**config.mk**
```make
export PLATFORM = sky130hd
export DESIGN_NAME = winShareAccumulator
export DESIGN_NICKNAME = d
export VERILOG_FILES = /design/src/hdl/cardPkg.sv /design/src/hdl/winRatePkg.sv /design/src/hdl/winShareAccumulator.sv
export SDC_FILE = /design/constraint.sdc
export NUM_CORES = 2
export LEC_CHECK = 0
export BUFFER_PORTS_ARGS = -buffer_cell sky130_fd_sc_hd__buf_2
export CORE_UTILIZATION = 60
export CTS_BUF_LIST = sky130_fd_sc_hd__clkbuf_2 sky130_fd_sc_hd__clkbuf_4 sky130_fd_sc_hd__clkbuf_8
export DETAILED_ROUTE_END_ITERATION = 6
export PLACE_DENSITY = 0.76
export SYNTH_ARGS = -nofsm -noshare
export SYNTH_HDL_FRONTEND = slang
export SYNTH_SLANG_ARGS = --single-unit
```
**constraint.sdc**
```tcl
create_clock -name clk -period 17.89 [get_ports clk]
set_input_delay 2.6835 -clock clk [delete_from_list [all_inputs] [get_ports clk]]
set_output_delay 2.6835 -clock clk [all_outputs]
set_load 0.02 [all_outputs]
```
**src/hdl/cardPkg.sv**
```systemverilog
// card package: card number, suit and deck-position types with the index rule
`default_nettype none

package cardPkg;

    // ========================================
    // card fields
    // ========================================

    // 2 to 14, ace high
    typedef logic [3:0] cardNum;

    // 0 to 3
    typedef logic [1:0] cardSuit;

    // ========================================
    // deck positions
    // ========================================

    // suit * 13 + number - 2, so 0 to 51
    typedef logic [5:0] cardIndex;

    // one bit per deck position
    typedef logic [51:0] deckMask;

    localparam int DeckSize = 52;

    // flop, turn and river minus the two enumerated cards
    localparam int PubKnown = 3;

    // card to deck position
    function automatic cardIndex toIndex(cardNum num, cardSuit suit);
        return cardIndex'(suit * 6'd13 + num - 6'd2);
    endfunction

endpackage

`default_nettype wire

```
**src/hdl/winRatePkg.sv**
```systemverilog
// win rate package: player masks, credit widths, share constants and FSM states
`default_nettype none

package winRatePkg;

    // ========================================
    // players and credit
    // ========================================

    // one bit per player at the full table of nine
    typedef logic [8:0] playerMask;

    // credit per winner on one board
    typedef logic [11:0] shareUnit;

    // 465 boards * 2520 fits in 21 bits
    typedef logic [20:0] shareAcc;

    // floored percentage of one player
    typedef logic [6:0] ratePercent;

    // lcm of 1..9, so every split is an integer
    localparam int FullShare = 2520;

    // ========================================
    // control
    // ========================================

    typedef enum logic [1:0] {
        Idle,
        Enumerating,
        Reporting
    } calcState;

    // two-card boards drawn from the unseen cards
    function automatic int boardCount(int players);
        int unseen;
        unseen = cardPkg::DeckSize - 2 * players - cardPkg::PubKnown;
        return unseen * (unseen - 1) / 2;
    endfunction

endpackage

`default_nettype wire

```
**src/hdl/winShareAccumulator.sv**
```systemverilog
// win share accumulator: splits board credit among winners and reports percentages
`timescale 1ns/1ps
`default_nettype none

module winShareAccumulator #(
    parameter int playerCount = 9
) (
    input  wire                                         clk,
    input  wire                                         rst_n,
    input  wire                                         judgedValid,
    input  wire                                         judgedLast,
    input  wire              [playerCount-1:0]          winners,
    output logic                                        outValid,
    output winRatePkg::ratePercent [playerCount-1:0]    outWinRate
);

    // credit of all boards together, the 100 % mark
    localparam int TotalShare = winRatePkg::boardCount(playerCount) * winRatePkg::FullShare;

    winRatePkg::playerMask  winnersWide;
    logic [3:0]             winCount;
    winRatePkg::shareUnit   share;
    winRatePkg::shareAcc    acc     [playerCount];
    winRatePkg::shareAcc    accNext [playerCount];
    winRatePkg::ratePercent rate    [playerCount];

    assign winnersWide = winRatePkg::playerMask'(winners);

    // ========================================
    // split
    // ========================================

    always_comb begin
        winCount = '0;
        for (int p = 0; p < $bits(winRatePkg::playerMask); p++) begin
            winCount = winCount + 4'(winnersWide[p]);
        end
    end

    // constant quotients only, one per possible winner count
    always_comb begin
        share = '0;
        for (int k = 1; k <= playerCount; k++) begin
            if (winCount == 4'(k)) begin
                share = winRatePkg::shareUnit'(winRatePkg::FullShare / k);
            end
        end
    end

    // ========================================
    // accumulate and convert
    // ========================================

    always_comb begin
        for (int p = 0; p < playerCount; p++) begin
            accNext[p] = winners[p] ? acc[p] + winRatePkg::shareAcc'(share) : acc[p];
            rate[p]    = winRatePkg::ratePercent'((28'(accNext[p]) * 28'd100) / TotalShare);
        end
    end

    always_ff @(posedge clk or negedge rst_n) begin
        if (!rst_n) begin
            for (int p = 0; p < playerCount; p++) begin
                acc[p] <= '0;
            end
        end else if (outValid) begin
            // back to zero for the next deal
            for (int p = 0; p < playerCount; p++) begin
                acc[p] <= '0;
            end
        end else if (judgedValid) begin
            for (int p = 0; p < playerCount; p++) begin
                acc[p] <= accNext[p];
            end
        end
    end

    always_ff @(posedge clk or negedge rst_n) begin
        if (!rst_n) begin
            outValid   <= 1'b0;
            outWinRate <= '0;
        end else if (judgedValid && judgedLast) begin
            outValid <= 1'b1;
            for (int p = 0; p < playerCount; p++) begin
                outWinRate[p] <= rate[p];
            end
        end else begin
            outValid   <= 1'b0;
            outWinRate <= '0;
        end
    end

endmodule

`default_nettype wire

```
==> impl_metrics.ini, run 1 <==
[outcome]
status = did not finish
stop_stage = 4_1_cts
tool.error = [ERROR DPL-0033] detailed placement checks failed during check placement.

[logic_synthesis]
yosys-top-cells-count = 1359 x nor2_1, 1131 x nand2_1, 960 x xnor2_1, 858 x a21oi_1, 713 x ha_1
async_reset_ff_share_pct = 100.0
synthMostInstantiatedCell = nor2_1
ys_warn_count = 0
postSynthCellCount = 13780
ys_seq_area_share_pct = 6.479
avgSynthCellArea_sq_um = 7.090
yosys.area.top_type = ha_1
synth-edff-count = 0
ys.flop_type = dfrtp_1
synth_top_area_share_pct = 9.129
synth_seq_cells = 253
synth_nets = 14650
synth_area_leaders = ha_1 9.1%, xnor2_1 8.6%, dfrtp_1 6.5%
synth_area_sq_um = 97720
ys_types = 161

[clock_network]
numClockSinks = 253
cts_root_buf = clkbuf_8
clk_path_buf_depth = 3
postCtsHoldBufs = 0
post_cts_buffers = 606
cts_htree_levels = 2
cts_resized = 1840
numCtsBuffers = 57

[die]
io_pins = 77
die-height_microns = 405.6
start_util_pct = 60.65
core.rowCount = 147
die_w_microns = 405.6

[placement]
dp_hpwl_microns = 391200
gp_congestion = 1.097
portBuffers = 76
dp.cells = 21090
==> per-stage QoR <==
stage	worst slack, ns	instance area (sq um)
after floorplan	-2.478	101700
after detailed placement	-4.095	144400
after global placement	-2.740	144400
==> logic make-up after synthesis <==
| group | count (synthesis) | share of synthesized area [%] |
|---|---|---|
| compound gates | 4445 | 32.81 |
| flops | 253 | 6.479 |
| buf+inv | 1225 | 5.069 |
| simple gates | 5222 | 26.88 |
| mux | 317 | 3.358 |
| xor+xnor | 1408 | 12.78 |
| fa+ha+maj | 914 | 12.62 |
==> run 2, diff against run 1 <==
--- a/config.mk
+++ b/config.mk
@@ -6,10 +6,9 @@
 export NUM_CORES = 2
 export LEC_CHECK = 0
 export BUFFER_PORTS_ARGS = -buffer_cell sky130_fd_sc_hd__buf_2
-export CORE_UTILIZATION = 60
-export CTS_BUF_LIST = sky130_fd_sc_hd__clkbuf_2 sky130_fd_sc_hd__clkbuf_4 sky130_fd_sc_hd__clkbuf_8
+export CORE_UTILIZATION = 40
 export DETAILED_ROUTE_END_ITERATION = 6
-export PLACE_DENSITY = 0.76
+export PLACE_DENSITY_LB_ADDON = 0.15
 export SYNTH_ARGS = -nofsm -noshare
 export SYNTH_HDL_FRONTEND = slang
 export SYNTH_SLANG_ARGS = --single-unit
==> run 2 against run 1 <==
The flow now finishes, with violations (setup timing); synthesized cell count did not move; synthesized area did not move.
==> impl_metrics.ini, run 2 <==
[outcome]
violations = setup timing
status = complete, but fails checks

[timing]
min_period_ns = 19.95
rsz0062_at_grt = yes
fin_crit_sh_pct = 111.5
hold_slack_ns = 0.5538
fin_skew_ns = 0.05977
setup_slack_ns = -2.056
hold_violations = 0
setup_viol = 23
fmax_ghz = 0.05013
drv_slew = 0
maxSlewHeadroom_pct = 22.77
tightestPinTransition_ns = 1.157

[grt]
grtUsageTotal_pct = 33.05
grt_overflow_total = 0
grt_max_degree = 78
grt_pass1_vias = 132100
antenna_found_initial = 2
grt_first_pass_wirelength_microns = 681500

[final_layout]
largest-register = acc
n_fill_cell = 20670
layout_commonest_cell = buf_4
utilization_pct = 67.62
reg_top3 = acc (189), outWinRate (63), outValid (1)
syn_to_final_growth_pct = 68.15
mostFrequentLayoutCells = 6449 x buf_4, 1276 x nor2_1, 1085 x nand2_1
largest_reg_flops = 189
drive_gt1_share_pct = 45.29
multi_input_area_sq_um = 98950
fin_nets = 20840
regArea_sq_um = 6335

[clock_network]
cts_root_buf = clkbuf_16
clock_latency_ns = 0.71
cts_tree = done
numClockSinks = 253
clkSlewWorstSetupHoldPaths_ns = 0.06
cts_htree_levels = 2
clk_path_buf_depth = 3
numCtsBuffers = 40

[logic_synthesis]
ys_warn_count = 0
ys_seq_area_share_pct = 6.479
ys.flop_type = dfrtp_1
ys_types = 161
synth_seq_cells = 253
synth_nets = 14650
async_reset_ff_share_pct = 100.0
postSynthCellCount = 13780
yosys.area.top_type = ha_1
synth_area_sq_um = 97720
synth-edff-count = 0
synthMostInstantiatedCell = nor2_1
synth_top_area_share_pct = 9.129
avgSynthCellArea_sq_um = 7.090
yosys-top-cells-count = 1359 x nor2_1, 1131 x nand2_1, 960 x xnor2_1, 858 x a21oi_1, 713 x ha_1
synth_area_leaders = ha_1 9.1%, xnor2_1 8.6%, dfrtp_1 6.5%

[route]
post_drt_via_cell_ratio = 5.713
drtPass1Iterations = 6
drtIter0Drc = 8560
ant_nets = 0
routedWlPerCell_microns = 18.55
drt-met1-wl_microns = 188400
vias = 132600
routed-wl-met2_microns = 209200
wirelength_microns = 430400
routed.top_layer = met4
drc = 0
wl_met3_microns = 17820

[hold_path]
min_path_type = reg -> reg

[die]
start_util_pct = 40.22
die-height_microns = 496.3
dieArea_sq_um = 246300
die_w_microns = 496.3
core.rowCount = 181
core_sq_um = 243000
io_pins = 77

[placement]
gp_congestion = 0.9637
dp_hpwl_microns = 344300
portBuffers = 76

[critical_path]
crit_path_start_kind = input port
max_stage_delay_ns = 0.63
cp_max_fo = 7
crit_top_cell = buf_4
slowest_stage = fa_2
crit_required_ns = 18.41
crit_type = in -> reg
arrival_ns = 20.47
worst_setup_path_end_kind = flip-flop

[run]
maxCapViolCount = 0
run 2: layout make-up:
type                    instances  area share (%)
multi-input cells           12310           60.22
flip-flops and latches        253           3.855
well taps                    3202           2.438
inverters                     647           1.486
repair buffers               6715           31.20
clock buffers                  48          0.6525
diodes                          2        0.003046
clock inverters                24          0.1492
run 2: timing repair:
item / CTS / global route
endpoints found under the setup margin: 27 / 28
endpoints found under the hold margin: 0 / 0
resized for setup: 1146 / 728
buffers inserted: 417 / 224
hold buffers: 0 / 0
pin swaps: 663 / 529
gates cloned: 10 / 0
run 2: stage by stage:
step                area [sq um]  setup WS (ns)  TNS (ns)  cells
finish                    164300         -2.056    -28.39  23200
CTS                       158900         -1.746    -20.51  22980
floorplan                 101700         -2.478    -34.94  13780
global route              164300         -2.753    -44.10  23200
global placement          148400         -3.322    -58.64  22480
detailed placement        148400         -3.454    -64.23  22480
run 2: kinds of logic (layout without fill, tap and decap cells):
group / after synthesis / count (layout) / synth area share (%)
flops: 253 / 253 / 6.479
simple gates: 5222 / 5224 / 26.88
compound gates: 4445 / 4449 / 32.81
xor+xnor: 1408 / 1408 / 12.78
fa+ha+maj: 914 / 914 / 12.62
mux: 317 / 317 / 3.358
other cells: 0 / 2 / 0
buf+inv: 1225 / 7434 / 5.069
run 2: final timing paths:
| kind | startpoint | end | slack [ns] | cells past startpoint |
|---|---|---|---|---|
| worst max-delay path | winners[3] | outWinRate[14]$_DFF_PN0_ | -2.06 | 83 |
| worst min-delay path | acc[150]$_DFFE_PN0P_ | acc[150]$_DFFE_PN0P_ | 0.55 | 2 |
| worst max register to register | acc[42]$_DFFE_PN0P_ | outWinRate[42]$_DFF_PN0_ | 2.36 | 75 |
| worst min register to register | acc[150]$_DFFE_PN0P_ | acc[150]$_DFFE_PN0P_ | 0.55 | 2 |
| max in group asynchronous | rst_n | acc[2]$_DFFE_PN0P_ | 14.31 | 2 |
| min in group asynchronous | rst_n | outWinRate[42]$_DFF_PN0_ | 1.97 | 1 |
run 2: layer usage:
layer	track usage (%)	up-vias
li1	-	64250
met1	42.08	64190
met2	57.98	3352
met3	2.855	757
met4	11.47	0
met5	0	-
run 2: worst max-delay path, delay by kind of cell:
family / cells / cell delay [ns]
AND/OR/NAND/NOR: 12 / 2.80
adder cells (fa/ha/maj): 10 / 4.06
AO/OA/AOI/OAI: 21 / 4.95
buffers and inverters: 32 / 3.99
multiplexers: 3 / 0.87
XOR/XNOR: 5 / 1.02
Power of run 2 is not shown: default switching activity piles up to over one toggle a cycle in this logic, so the estimate is an artifact.
